`src/logic/mmix_pkg.sv`:
```
/*
 * shared widths, specifier kinds and decode classes of the MMIX dispatch decoder
 * flag bits are bit positions inside flags_t, not masks
 * the local ring is fixed at 256 entries, so slot numbers fit a reg_num_t
 */
`default_nettype none

package mmix_pkg;

	typedef logic [63:0] word_t;      // data and address value
	typedef logic [31:0] inst_t;      // op, xx, yy, zz
	typedef logic [7:0]  reg_num_t;   // register or ring slot number
	typedef logic [61:0] stack_ptr_t; // octabyte count, used for O and S
	typedef logic [7:0]  flags_t;     // operand-use flag set

	// how a specifier value field is read
	typedef enum logic [1:0] {
		spec_none,   // operand not used
		spec_imm,    // value is the operand itself
		spec_global, // value is a global register number
		spec_local   // value is a local ring slot
	} spec_kind_t;

	// internal operation classes, including the two inserted stack operations
	typedef enum logic [3:0] {
		cls_trap,
		cls_addsub,
		cls_cmp,
		cls_shift,
		cls_br,
		cls_ld,
		cls_st,
		cls_logic,
		cls_set,
		cls_inc,
		cls_jmp,
		cls_pushj,
		cls_incrl,    // grows L by one, renaming ring slot O+L
		cls_incgamma  // spills ring slot S to memory
	} op_class_t;

	// positions of the flag bits
	localparam int FLAG_Z_IMM      = 0; // Z field is an immediate
	localparam int FLAG_Z_REG      = 1; // $Z is read
	localparam int FLAG_Y_IMM      = 2; // Y field is an immediate
	localparam int FLAG_Y_REG      = 3; // $Y is read
	localparam int FLAG_X_SRC      = 4; // $X is read
	localparam int FLAG_X_DEST     = 5; // $X is written
	localparam int FLAG_REL_ADDR   = 6; // YZ or XYZ is a relative offset
	localparam int FLAG_CTL_CHANGE = 7; // fetch is redirected here

	// local register ring
	localparam int LRING_SIZE = 256;
	localparam int LRING_MASK = 255;

	// global threshold register
	localparam reg_num_t G_RESET = 8'd255;
	localparam reg_num_t G_MIN   = 8'd32; // $0..$31 always reach the ring

	localparam reg_num_t REG_RJ = 8'd4; // return-jump special register

	// opcodes the decoder looks at directly
	localparam reg_num_t OP_JMP   = 8'hF0;
	localparam reg_num_t OP_PUSHJ = 8'hF2;
	localparam reg_num_t OP_SETH  = 8'hE0;

endpackage

`default_nettype wire
```
`src/logic/mmix_decode.sv`:
```
/*
 * MMIX dispatch decoder, top level
 * one record per inst_valid strobe, registered, out_valid one cycle later
 * on reissue the fetch side must present the same instruction again next
 * set_g and inst_valid are never raised together
 */
`timescale 1ns/1ns
`default_nettype none

module mmix_decode (
	input  logic                 clk,
	input  logic                 arst_n,
	input  logic                 inst_valid,
	input  mmix_pkg::inst_t      inst,
	input  mmix_pkg::word_t      loc,
	input  logic                 set_g,
	input  mmix_pkg::reg_num_t   g_value,
	output logic                 out_valid,
	output mmix_pkg::op_class_t  out_class,
	output mmix_pkg::spec_kind_t y_kind,
	output mmix_pkg::spec_kind_t z_kind,
	output mmix_pkg::spec_kind_t b_kind,
	output mmix_pkg::word_t      y_val,
	output mmix_pkg::word_t      z_val,
	output mmix_pkg::word_t      b_val,
	output logic                 ren_x,
	output mmix_pkg::spec_kind_t x_kind,
	output mmix_pkg::reg_num_t   x_addr,
	output logic                 ren_a,
	output mmix_pkg::word_t      a_val,
	output logic                 ctl_change,
	output mmix_pkg::word_t      target,
	output logic                 reissue,
	output mmix_pkg::reg_num_t   reg_g,
	output mmix_pkg::reg_num_t   reg_l,
	output mmix_pkg::stack_ptr_t reg_o,
	output mmix_pkg::stack_ptr_t reg_s
);

	mmix_pkg::op_class_t  t_class, c_class;  // table class, class after insertion
	mmix_pkg::flags_t     t_flags;
	mmix_pkg::spec_kind_t c_y_kind, c_z_kind, c_b_kind, c_x_kind;
	mmix_pkg::word_t      c_y_val, c_z_val, c_b_val, c_a_val, c_target;
	mmix_pkg::reg_num_t   c_x_addr, n_l;
	mmix_pkg::stack_ptr_t n_o, n_s;
	logic                 c_ren_x, c_ren_a, c_reissue, c_ctl;

	opcode_table u_table (.op(inst[31:24]), .op_class(t_class), .flags(t_flags));

	operand_spec u_spec (
		.inst(inst), .loc(loc), .flags(t_flags), .reg_g(reg_g), .reg_o(reg_o),
		.y_kind(c_y_kind), .y_val(c_y_val), .z_kind(c_z_kind), .z_val(c_z_val),
		.b_kind(c_b_kind), .b_val(c_b_val), .target(c_target)
	);

	dest_rename u_rename (
		.op_class(t_class), .flags(t_flags), .xx(inst[23:16]), .loc(loc),
		.reg_g(reg_g), .reg_l(reg_l), .reg_o(reg_o), .reg_s(reg_s),
		.new_class(c_class), .ren_x(c_ren_x), .x_kind(c_x_kind), .x_addr(c_x_addr),
		.ren_a(c_ren_a), .a_val(c_a_val), .next_l(n_l), .next_o(n_o), .next_s(n_s),
		.reissue(c_reissue)
	);

	stack_regs u_stack (
		.clk(clk), .arst_n(arst_n), .commit(inst_valid),
		.next_l(n_l), .next_o(n_o), .next_s(n_s), .set_g(set_g), .g_value(g_value),
		.reg_g(reg_g), .reg_l(reg_l), .reg_o(reg_o), .reg_s(reg_s)
	);

	// an inserted op stands in for the instruction, so no redirect yet
	assign c_ctl = t_flags[mmix_pkg::FLAG_CTL_CHANGE] && !c_reissue;

	always_ff @(posedge clk or negedge arst_n) begin // control bits, one-cycle pulses
		if (!arst_n) begin
			out_valid <= 1'b0;
			ren_x <= 1'b0;
			ren_a <= 1'b0;
			ctl_change <= 1'b0;
			reissue <= 1'b0;
		end else begin
			out_valid <= inst_valid;
			ren_x <= inst_valid && c_ren_x;
			ren_a <= inst_valid && c_ren_a;
			ctl_change <= inst_valid && c_ctl;
			reissue <= inst_valid && c_reissue;
		end
	end

	always_ff @(posedge clk) begin // record payload, held between strobes
		if (inst_valid) begin
			out_class <= c_class;
			y_kind <= c_y_kind;
			y_val <= c_y_val;
			z_kind <= c_z_kind;
			z_val <= c_z_val;
			b_kind <= c_b_kind;
			b_val <= c_b_val;
			x_kind <= c_x_kind;
			x_addr <= c_x_addr;
			a_val <= c_a_val;
			target <= c_target;
		end
	end

	valid_follows: assert property (@(posedge clk) disable iff (!arst_n)
		out_valid == $past(inst_valid));

	// G never drops below G_MIN, so a global rename cannot hit rJ
	no_rj_alias: assert property (@(posedge clk) disable iff (!arst_n)
		(ren_x && x_kind == mmix_pkg::spec_global) |-> x_addr != mmix_pkg::REG_RJ);

endmodule

`default_nettype wire

```
`src/logic/stack_regs.sv`:
```
/*
 * register-stack pointers G, L, O and S
 * commit takes next_l/o/s; set_g loads G and must not coincide with commit
 * G comes out of reset as 255, leaving the whole ring local
 */
`timescale 1ns/1ns
`default_nettype none

module stack_regs (
	input  logic                 clk,
	input  logic                 arst_n,
	input  logic                 commit,
	input  mmix_pkg::reg_num_t   next_l,
	input  mmix_pkg::stack_ptr_t next_o,
	input  mmix_pkg::stack_ptr_t next_s,
	input  logic                 set_g,
	input  mmix_pkg::reg_num_t   g_value,
	output mmix_pkg::reg_num_t   reg_g,
	output mmix_pkg::reg_num_t   reg_l,
	output mmix_pkg::stack_ptr_t reg_o,
	output mmix_pkg::stack_ptr_t reg_s
);

	always_ff @(posedge clk or negedge arst_n) begin
		if (!arst_n) begin
			reg_g <= mmix_pkg::G_RESET;
			reg_l <= '0;
			reg_o <= '0;
			reg_s <= '0;
		end else begin
			if (set_g)
				reg_g <= g_value;
			if (commit) begin // every decode, inserted ops included
				reg_l <= next_l;
				reg_o <= next_o;
				reg_s <= next_s;
			end
		end
	end

	// $0..$31 stay local-capable whatever software writes to rG
	g_min_check: assert property (@(posedge clk) disable iff (!arst_n)
		set_g |-> g_value >= mmix_pkg::G_MIN);

	// incrl only grows L up to the marginal bound
	l_below_g: assert property (@(posedge clk) disable iff (!arst_n)
		reg_l <= reg_g);

	// incgamma has to spill before the ring wraps onto unsaved entries
	ring_bound: assert property (@(posedge clk) disable iff (!arst_n)
		(reg_o + mmix_pkg::stack_ptr_t'(reg_l) - reg_s) < mmix_pkg::LRING_SIZE);

endmodule

`default_nettype wire

```
`src/logic/dest_rename.sv`:
```
/*
 * destination renaming and register-stack bookkeeping, combinational
 * a marginal X (L <= X < G) is replaced by incrl, or by incgamma when the ring is full
 * an inserted operation raises reissue and the same instruction must come back next
 * PUSHJ renames the hole slot O+X, with X taken as L when X >= G
 */
`timescale 1ns/1ns
`default_nettype none

module dest_rename (
	input  mmix_pkg::op_class_t  op_class,
	input  mmix_pkg::flags_t     flags,
	input  mmix_pkg::reg_num_t   xx,
	input  mmix_pkg::word_t      loc,
	input  mmix_pkg::reg_num_t   reg_g,
	input  mmix_pkg::reg_num_t   reg_l,
	input  mmix_pkg::stack_ptr_t reg_o,
	input  mmix_pkg::stack_ptr_t reg_s,
	output mmix_pkg::op_class_t  new_class,
	output logic                 ren_x,
	output mmix_pkg::spec_kind_t x_kind,
	output mmix_pkg::reg_num_t   x_addr,
	output logic                 ren_a,
	output mmix_pkg::word_t      a_val,
	output mmix_pkg::reg_num_t   next_l,
	output mmix_pkg::stack_ptr_t next_o,
	output mmix_pkg::stack_ptr_t next_s,
	output logic                 reissue
);

	mmix_pkg::stack_ptr_t gap;        // free ring entries minus one, mod 256
	logic                 ring_full;
	logic                 x_dest;
	logic                 marginal;   // $X lies between L and G
	logic                 pushj_full; // PUSHJ past G would overrun the ring
	logic                 is_pushj;
	logic                 x_global;
	mmix_pkg::reg_num_t   hole;       // slot that PUSHJ writes

	function automatic mmix_pkg::reg_num_t local_slot(input mmix_pkg::reg_num_t n);
		mmix_pkg::stack_ptr_t sum;
		sum = (reg_o + mmix_pkg::stack_ptr_t'(n)) & mmix_pkg::stack_ptr_t'(mmix_pkg::LRING_MASK);
		return mmix_pkg::reg_num_t'(sum);
	endfunction

	assign gap = reg_s - reg_o - mmix_pkg::stack_ptr_t'(reg_l) - 62'd1;
	assign ring_full = ((gap & mmix_pkg::stack_ptr_t'(mmix_pkg::LRING_MASK)) == '0);
	assign x_dest = flags[mmix_pkg::FLAG_X_DEST];
	assign x_global = (xx >= reg_g);
	assign is_pushj = (op_class == mmix_pkg::cls_pushj);
	assign marginal = x_dest && (xx >= reg_l) && !x_global;
	assign pushj_full = is_pushj && x_global && ring_full;
	assign hole = x_global ? reg_l : xx;

	always_comb begin
		new_class = op_class;
		ren_x = 1'b0;
		x_kind = mmix_pkg::spec_none;
		x_addr = '0;
		ren_a = 1'b0;
		a_val = '0;
		next_l = reg_l;   // pointers hold unless changed below
		next_o = reg_o;
		next_s = reg_s;
		reissue = 1'b0;

		if (marginal || pushj_full) begin
			reissue = 1'b1; // instruction is not consumed
			if (ring_full) begin
				new_class = mmix_pkg::cls_incgamma; // spill slot S, frees one entry
				next_s = reg_s + 62'd1;
			end else begin
				new_class = mmix_pkg::cls_incrl;    // new local O+L, cleared to zero
				ren_x = 1'b1;
				x_kind = mmix_pkg::spec_local;
				x_addr = local_slot(reg_l);
				next_l = reg_l + 8'd1;
			end
		end else if (is_pushj) begin
			ren_x = 1'b1; // hole receives the count of pushed registers
			x_kind = mmix_pkg::spec_local;
			x_addr = local_slot(hole);
			ren_a = 1'b1; // rJ gets the return address
			a_val = loc + 64'd4;
			if (x_global) begin
				next_l = '0;
				next_o = reg_o + mmix_pkg::stack_ptr_t'(reg_l) + 62'd1;
			end else begin
				next_l = reg_l - xx - 8'd1;
				next_o = reg_o + mmix_pkg::stack_ptr_t'(xx) + 62'd1;
			end
		end else if (x_dest) begin
			ren_x = 1'b1; // marginal case excluded above, so X < L or X >= G
			if (x_global) begin
				x_kind = mmix_pkg::spec_global;
				x_addr = xx;
			end else begin
				x_kind = mmix_pkg::spec_local;
				x_addr = local_slot(xx);
			end
		end
	end

endmodule

`default_nettype wire

```
`src/logic/operand_spec.sv`:
```
/*
 * Y, Z and B operand specifiers and the relative target, combinational
 * a register at or above G is global, anything below maps to ring slot (O+n) mod 256
 * the L bound is not checked here, marginal X is handled by dest_rename
 */
`timescale 1ns/1ns
`default_nettype none

module operand_spec (
	input  mmix_pkg::inst_t      inst,
	input  mmix_pkg::word_t      loc,
	input  mmix_pkg::flags_t     flags,
	input  mmix_pkg::reg_num_t   reg_g,
	input  mmix_pkg::stack_ptr_t reg_o,
	output mmix_pkg::spec_kind_t y_kind,
	output mmix_pkg::word_t      y_val,
	output mmix_pkg::spec_kind_t z_kind,
	output mmix_pkg::word_t      z_val,
	output mmix_pkg::spec_kind_t b_kind,
	output mmix_pkg::word_t      b_val,
	output mmix_pkg::word_t      target
);

	mmix_pkg::reg_num_t op, xx, yy, zz;
	mmix_pkg::word_t    jmp_off, br_off; // byte offsets, backward already applied
	logic               wide_imm;        // 0xe0..0xe6, INCL is a trap
	logic               inc_grp;         // 0xe4..0xe6 reads $X as Y

	function automatic mmix_pkg::spec_kind_t reg_kind(input mmix_pkg::reg_num_t n);
		return (n >= reg_g) ? mmix_pkg::spec_global : mmix_pkg::spec_local;
	endfunction

	function automatic mmix_pkg::word_t reg_val(input mmix_pkg::reg_num_t n);
		mmix_pkg::stack_ptr_t slot;
		slot = (reg_o + mmix_pkg::stack_ptr_t'(n)) & mmix_pkg::stack_ptr_t'(mmix_pkg::LRING_MASK);
		return (n >= reg_g) ? mmix_pkg::word_t'(n) : mmix_pkg::word_t'(slot);
	endfunction

	assign {op, xx, yy, zz} = inst;
	assign wide_imm = (op[7:3] == mmix_pkg::OP_SETH[7:3]) && (op[2:0] != 3'b111);
	assign inc_grp = wide_imm && op[2];

	// odd op fills the top with ones, i.e. offset minus 2^24 or 2^16
	assign jmp_off = {{38{op[0]}}, inst[23:0], 2'b00};
	assign br_off = {{46{op[0]}}, inst[15:0], 2'b00};
	assign target = loc + ((op[7:1] == mmix_pkg::OP_JMP[7:1]) ? jmp_off : br_off);

	always_comb begin
		if (flags[mmix_pkg::FLAG_REL_ADDR]) begin
			y_kind = mmix_pkg::spec_imm; // return address for PUSHJ
			y_val = loc + 64'd4;
		end else if (inc_grp) begin
			y_kind = reg_kind(xx);       // INCxx adds to $X
			y_val = reg_val(xx);
		end else if (flags[mmix_pkg::FLAG_Y_IMM]) begin
			y_kind = mmix_pkg::spec_imm;
			y_val = mmix_pkg::word_t'(yy);
		end else if (flags[mmix_pkg::FLAG_Y_REG]) begin
			y_kind = reg_kind(yy);
			y_val = reg_val(yy);
		end else begin
			y_kind = mmix_pkg::spec_none;
			y_val = '0;
		end
	end

	always_comb begin
		z_kind = mmix_pkg::spec_imm;
		z_val = '0;
		if (flags[mmix_pkg::FLAG_REL_ADDR]) begin
			z_val = target;
		end else if (wide_imm) begin
			case (op[1:0]) // H, MH, ML, L wyde
				2'd0: z_val = {inst[15:0], 48'd0};
				2'd1: z_val = {16'd0, inst[15:0], 32'd0};
				2'd2: z_val = {32'd0, inst[15:0], 16'd0};
				default: z_val = {48'd0, inst[15:0]};
			endcase
		end else if (flags[mmix_pkg::FLAG_Z_IMM]) begin
			z_val = mmix_pkg::word_t'(zz);
		end else if (flags[mmix_pkg::FLAG_Z_REG]) begin
			z_kind = reg_kind(zz);
			z_val = reg_val(zz);
		end else begin
			z_kind = mmix_pkg::spec_none;
		end
	end

	// B carries $X for stores, branches and INCxx
	assign b_kind = flags[mmix_pkg::FLAG_X_SRC] ? reg_kind(xx) : mmix_pkg::spec_none;
	assign b_val = flags[mmix_pkg::FLAG_X_SRC] ? reg_val(xx) : '0;

endmodule

`default_nettype wire

```
`src/logic/opcode_table.sv`:
```
/*
 * opcode to class and operand-use flags, purely combinational
 * only the kept groups decode; everything else returns the TRAP entry
 * odd opcodes are the immediate (or backward) variants
 */
`timescale 1ns/1ns
`default_nettype none

module opcode_table (
	input  mmix_pkg::reg_num_t  op,
	output mmix_pkg::op_class_t op_class,
	output mmix_pkg::flags_t    flags
);

	mmix_pkg::flags_t trap_flags; // TRAP reads $Y and $Z and redirects fetch
	mmix_pkg::flags_t yz_flags;   // usual $Y plus $Z or Z immediate

	always_comb begin
		trap_flags = '0;
		trap_flags[mmix_pkg::FLAG_Y_REG] = 1'b1;
		trap_flags[mmix_pkg::FLAG_Z_REG] = 1'b1;
		trap_flags[mmix_pkg::FLAG_CTL_CHANGE] = 1'b1;
	end

	always_comb begin
		yz_flags = '0;
		yz_flags[mmix_pkg::FLAG_Y_REG] = 1'b1;
		yz_flags[mmix_pkg::FLAG_Z_IMM] = op[0];  // odd op takes Z as immediate
		yz_flags[mmix_pkg::FLAG_Z_REG] = ~op[0];
	end

	always_comb begin
		op_class = mmix_pkg::cls_trap;
		flags = trap_flags;
		case (op[7:3])
			5'h04: begin // 0x20..0x27 ADD/SUB family
				op_class = mmix_pkg::cls_addsub;
				flags = yz_flags;
				flags[mmix_pkg::FLAG_X_DEST] = 1'b1;
			end
			5'h06: begin // 0x30..0x37 CMP, NEG
				op_class = mmix_pkg::cls_cmp;
				flags = yz_flags;
				flags[mmix_pkg::FLAG_X_DEST] = 1'b1;
				if (op[2]) begin // NEG has Y as an immediate
					flags[mmix_pkg::FLAG_Y_REG] = 1'b0;
					flags[mmix_pkg::FLAG_Y_IMM] = 1'b1;
				end
			end
			5'h07: begin // 0x38..0x3f shifts
				op_class = mmix_pkg::cls_shift;
				flags = yz_flags;
				flags[mmix_pkg::FLAG_X_DEST] = 1'b1;
			end
			5'h08, 5'h09: begin // 0x40..0x4f branches, not redirected here
				op_class = mmix_pkg::cls_br;
				flags = '0;
				flags[mmix_pkg::FLAG_X_SRC] = 1'b1;   // tested register
				flags[mmix_pkg::FLAG_REL_ADDR] = 1'b1;
			end
			5'h10, 5'h11: begin // 0x80..0x8f loads
				op_class = mmix_pkg::cls_ld;
				flags = yz_flags;
				flags[mmix_pkg::FLAG_X_DEST] = 1'b1;
			end
			5'h14, 5'h15: begin // 0xa0..0xaf stores, $X is the data
				op_class = mmix_pkg::cls_st;
				flags = yz_flags;
				flags[mmix_pkg::FLAG_X_SRC] = 1'b1;
			end
			5'h18, 5'h19: begin // 0xc0..0xcf bitwise logic
				op_class = mmix_pkg::cls_logic;
				flags = yz_flags;
				flags[mmix_pkg::FLAG_X_DEST] = 1'b1;
			end
			5'h1C: begin // 0xe0..0xe7 wide immediates
				if (op[7:2] == mmix_pkg::OP_SETH[7:2]) begin
					op_class = mmix_pkg::cls_set; // SETH..SETL only write $X
					flags = '0;
					flags[mmix_pkg::FLAG_X_DEST] = 1'b1;
				end else if (op[1:0] != 2'b11) begin
					op_class = mmix_pkg::cls_inc; // INCH..INCML, INCL stays trap
					flags = '0;
					flags[mmix_pkg::FLAG_X_SRC] = 1'b1;
					flags[mmix_pkg::FLAG_X_DEST] = 1'b1;
				end
			end
			5'h1E: begin // 0xf0..0xf7, only JMP and PUSHJ kept
				if (op[7:1] == mmix_pkg::OP_JMP[7:1]) begin
					op_class = mmix_pkg::cls_jmp;
					flags = '0;
					flags[mmix_pkg::FLAG_REL_ADDR] = 1'b1;
					flags[mmix_pkg::FLAG_CTL_CHANGE] = 1'b1;
				end else if (op[7:1] == mmix_pkg::OP_PUSHJ[7:1]) begin
					op_class = mmix_pkg::cls_pushj;
					flags = '0;
					flags[mmix_pkg::FLAG_X_DEST] = 1'b1; // $X becomes the hole
					flags[mmix_pkg::FLAG_REL_ADDR] = 1'b1;
					flags[mmix_pkg::FLAG_CTL_CHANGE] = 1'b1;
				end
			end
			default: begin
				op_class = mmix_pkg::cls_trap;
				flags = trap_flags;
			end
		endcase
	end

endmodule

`default_nettype wire

```
`config.mk`:
```
export PLATFORM = sky130hd
export DESIGN_NAME = mmix_decode
export DESIGN_NICKNAME = d
export VERILOG_FILES = /design/src/logic/mmix_pkg.sv /design/src/logic/mmix_decode.sv /design/src/logic/stack_regs.sv /design/src/logic/dest_rename.sv /design/src/logic/operand_spec.sv /design/src/logic/opcode_table.sv
export SDC_FILE = /design/constraint.sdc
export NUM_CORES = 1
export LEC_CHECK = 0
export BUFFER_PORTS_ARGS = -buffer_cell sky130_fd_sc_hd__clkbuf_2
export CELL_PAD_IN_SITES_DETAIL_PLACEMENT = 0
export CELL_PAD_IN_SITES_GLOBAL_PLACEMENT = 1
export CORE_MARGIN = 2
export CORE_UTILIZATION = 46
export DETAILED_ROUTE_END_ITERATION = 10
export PLACE_DENSITY_LB_ADDON = 0.1
export SYNTH_ARGS = -nofsm -noshare
export SYNTH_HDL_FRONTEND = slang
export SYNTH_SLANG_ARGS = --single-unit
```
`constraint.sdc`:
```
create_clock -name clk -period 9.5 [get_ports clk]
set_input_delay 0.475 -clock clk [delete_from_list [all_inputs] [get_ports clk]]
set_output_delay 0.475 -clock clk [all_outputs]
set_load 0.005 [all_outputs]
```
==> impl_metrics.csv <==
group,metric,value,unit
clocking,cts.root.buffer_cell,"clkbuf_16",
power_and_ir_drop,leakagePower,14.2,nW
routing,wl_per_cell,22.7,um
placement,dpl_worst_slack,3.77,ns
logic_synthesis,yosysWarnings,0,
timing,fin_skew,0.0272,ns
clocking,clk_pin_slew,0.07,ns
worst_setup_path,r2r_cells,13,
routing,drt_iter0_drc,1906,
clocking,clock-sinks,429,
placement,place_area,30600,um^2
timing,fin_crit,5.69,ns
placement,portBuffers,536,
placement,place.gp.congestion,0.918,
routing,drt-pass1-iter-count,7,
routing,via_count,23600,
worst_setup_path,critPathKind,"reg -> reg",
finish,drive_gt1_share,20.6,%
clocking,clock_latency,0.61,ns
logic_synthesis,synth-async-reset-ratio,33.8,%
finish,stdcell_area,32300,um^2
power_and_ir_drop,power_per_cell_area,186,nW/um^2
logic_synthesis,netlist_area,27300,um^2
power_and_ir_drop,seqPwrFrac,38.0,%
global_route,grt_start_max_net_pins,175,
finish,fill_cells,5316,
worst_setup_path,reg2reg_setup_slack,3.81,ns
logic_synthesis,avgSynthCellArea,9.86,um^2
logic_synthesis,synthDistinctLibCells,91,
routing,postRouteAntennaNets,0,
finish,multi_input_area,14200,um^2
routing,wirelength,93.1,mm
worst_setup_path,r2r_end,"u_stack.reg_s[48]$_DFFE_PN0P_",
power_and_ir_drop,p_sw_share,33.4,%
floorplan,die_h,248,um
logic_synthesis,synth_ff_type,"edfxtp_1",
worst_hold_path,hp-start,"g_value[7]",
worst_setup_path,startpoint_type,"register",
logic_synthesis,synth_edf_count,284,
run,max_cap_violations,0,
worst_setup_path,critPathArrivalTime,6.22,ns
global_route,grt_remaining_overflow,0,
timing,setup_slack,3.81,ns
floorplan,die_w,248,um
timing,worst_pin_slew,1.27,ns
timing,fin_crit_sh,59.9,%
power_and_ir_drop,ir_drop,0.000148,V
finish,regArea,12200,um^2
clocking,cts_max_level,2,
worst_setup_path,required,10.03,ns
placement,hpwlAfterDp,71.4,mm
timing,hold_viol_final,0,
timing,fmax,0.176,GHz
worst_hold_path,min_path_type,"in -> reg",
global_route,antenna_found_initial,3,
finish,area_delta_synth_final,18.2,%
timing,setup_viol,0,
outcome,status,"finished clean",
power_and_ir_drop,pwr-share-clk,33.3,%
worst_hold_path,holdPathEnd,"u_stack.reg_g[7]$_DFFE_PN1P_",
routing,viasPerCell,5.77,
floorplan,core_region_area,58900,um^2
floorplan,num_rows,89,
timing,fin_setup_tns,0,ns
logic_synthesis,ys_ff_latch,429,
floorplan,io_pins,593,
global_route,grt_pass1_vias,22700,
power_and_ir_drop,comb_power_share,28.7,%
timing,finalMaxSlewViolations,0,
worst_setup_path,crit-reg2reg-launch,"u_stack.reg_o[1]$_DFFE_PN0P_",
worst_setup_path,cp-end-kind,"register",
logic_synthesis,synthCells,2771,
finish,nets,3560,
worst_setup_path,critPathMaxFanout,10,
timing,slew-limit-headroom,14.4,%
power_and_ir_drop,p_int,3.99,mW
clocking,tritoncts,"yes",
worst_hold_path,hold_depth,3,
logic_synthesis,ys_seq_area_share,44.5,%
floorplan,die_area,61400,um^2
global_route,grt_usage,29.6,%
clocking,cts_inserted_buffers,48,
global_route,grt_pass1_wl,138,mm
clocking,cts.path.max_buffers,3,
routing,drc,0,
timing,rsz0062_at_grt,"no",
floorplan,start_util,46.4,%
power_and_ir_drop,p_switching,2.00,mW
-- layout make-up --
class / count / share of cell area [%]
well taps: 773 / 2.99
clock buffers: 66 / 4.45
multi-input cells: 2138 / 44.0
repair buffers: 554 / 8.82
inverters: 111 / 1.29
clock inverters: 23 / 0.806
flip-flops and latches: 429 / 37.7
diodes: 2 / 0.0155
-- worst max path at each step --
stage               depth (start not counted)                            end  slack [ns]                    startpoint
finish                                     13  u_stack.reg_s[48]$_DFFE_PN0P_        3.81  u_stack.reg_o[1]$_DFFE_PN0P_
global route                               13  u_stack.reg_s[48]$_DFFE_PN0P_        3.30  u_stack.reg_o[1]$_DFFE_PN0P_
CTS                                        13  u_stack.reg_s[48]$_DFFE_PN0P_        3.73  u_stack.reg_o[1]$_DFFE_PN0P_
detailed placement                         13  u_stack.reg_s[48]$_DFFE_PN0P_        3.77  u_stack.reg_o[1]$_DFFE_PN0P_
global placement                           19            z_val[63]$_DFFE_PP_        3.94                      inst[31]
floorplan                                  15  u_stack.reg_s[58]$_DFFE_PN0P_        4.69  u_stack.reg_o[1]$_DFFE_PN0P_
-- cell usage after synthesis (7+ instances only) --
cell / instances / share of area, %
nor2_1: 305 / 4.2
edfxtp_1: 284 / 31
nand2_1: 227 / 3.1
xnor2_1: 190 / 6.1
ha_1: 156 / 7.1
a21oi_1: 139 / 2.5
dfrtp_1: 137 / 13
o21ai_0: 119 / 2.2
xor2_1: 111 / 3.6
inv_1: 110 / 1.5
nand3_1: 107 / 2.0
a21o_1: 101 / 2.8
nor3_1: 66 / 1.2
clkbuf_1: 64 / 0.88
a22o_1: 59 / 1.9
buf_4: 56 / 1.5
nand4_1: 53 / 1.2
and3_1: 40 / 0.92
and2_1: 28 / 0.64
a31oi_1: 23 / 0.53
nand2b_1: 21 / 0.48
or3_1: 21 / 0.48
nor2b_1: 20 / 0.46
o21bai_1: 20 / 0.55
nor4_1: 19 / 0.44
a211oi_1: 15 / 0.41
o21a_1: 15 / 0.41
buf_2: 14 / 0.26
fa_1: 14 / 1.0
buf_1: 13 / 0.18
o211ai_1: 12 / 0.33
o31ai_1: 12 / 0.33
mux2i_1: 11 / 0.40
o22ai_1: 11 / 0.25
or2_2: 10 / 0.23
a21boi_0: 9 / 0.25
and4_1: 9 / 0.29
a2111oi_0: 8 / 0.26
a221oi_1: 8 / 0.26
dfstp_2: 8 / 0.77
nand3b_1: 8 / 0.22
or4_1: 8 / 0.22
o221ai_1: 7 / 0.22
-- flip-flops by register name, summed over array words and instances (netlist names), 62 cells and up --
name	count
u_stack.reg_s	62
z_val	64
y_val	64
target	64
a_val	64
u_stack.reg_o	62
-- power groups by stage --
stage               logic [mW]  registers (mW)  clock network, mW
global placement          1.69            2.31                  0
floorplan                 1.09            2.28                  0
CTS                       1.71            2.28               2.03
global route              1.91            2.29               2.11
finish                    1.72            2.28               1.99
detailed placement        1.70            2.31                  0
-- cell families after synthesis --
group | count (synthesis) | synth area share, %
AOI/OAI and AO/OA | 622 | 15.3
DFF | 429 | 44.5
muxes | 19 | 0.760
buffers and inverters | 259 | 4.42
adders and majority gates | 170 | 8.17
other | 1 | 0.0137
xor gates and xnor gates | 301 | 9.65
and+or+nand+nor | 970 | 17.1
-- through the flow --
stage               total power [mW]  hold WS (ns)  cells  util, %
global placement                4.00         0.458   4004     51.9
finish                          6.00        0.0759   4096     54.8
detailed placement              4.01         0.466   4004     51.9
global route                    6.31        0.0667   4095     54.8
floorplan                       3.37         0.179   2826        -
CTS                             6.02        0.0457   4094     54.8
-- what timing repair did --
action,CTS,global route
gates resized for setup,0,0
hold buffers,1,0
endpoints found under the hold margin,63,0
buffers inserted,0,0
-- worst max-delay path: stages (launching register included) --
cell,delay [ns]
dfrtp_1,0.71
inv_1,0.33
fa_1,0.58
fa_1,0.47
xor2_1,0.15
or4_1,0.49
a2111oi_0,0.36
o2111a_1,0.44
nand2_1,0.20
nor3b_2,0.61
nand3_2,0.33
or3_1,0.56
nor3_1,0.21
xor2_1,0.16
-- cells in the final DEF (no fill, tap or decap), types with 20 or more instances in the layout --
cell	count
a21oi_1	138
clkbuf_2	534
nor2b_1	20
conb_1	56
ha_1	156
a31oi_1	23
or3_1	21
o21bai_1	20
edfxtp_1	284
and3_1	40
nand4_1	53
nand2b_1	21
a22o_1	59
nand2_1	226
xor2_1	111
nor2_1	305
clkbuf_16	54
inv_1	110
xnor2_1	190
a21o_1	101
and2_1	28
nand3_1	107
dfrtp_1	137
o21ai_0	119
nor3_1	63
-- metal layers --
layer	vias up	part of all wire (%)	wire length [um]	global-route usage, %
met5	-	0.026	24	0
li1	11000	-	-	-
met4	4	3.7	3460	10.3
met3	165	6.7	6210	4.24
met2	938	49	45500	50.8
met1	11500	41	38000	38.2
Power figures use the tool's default switching activity.
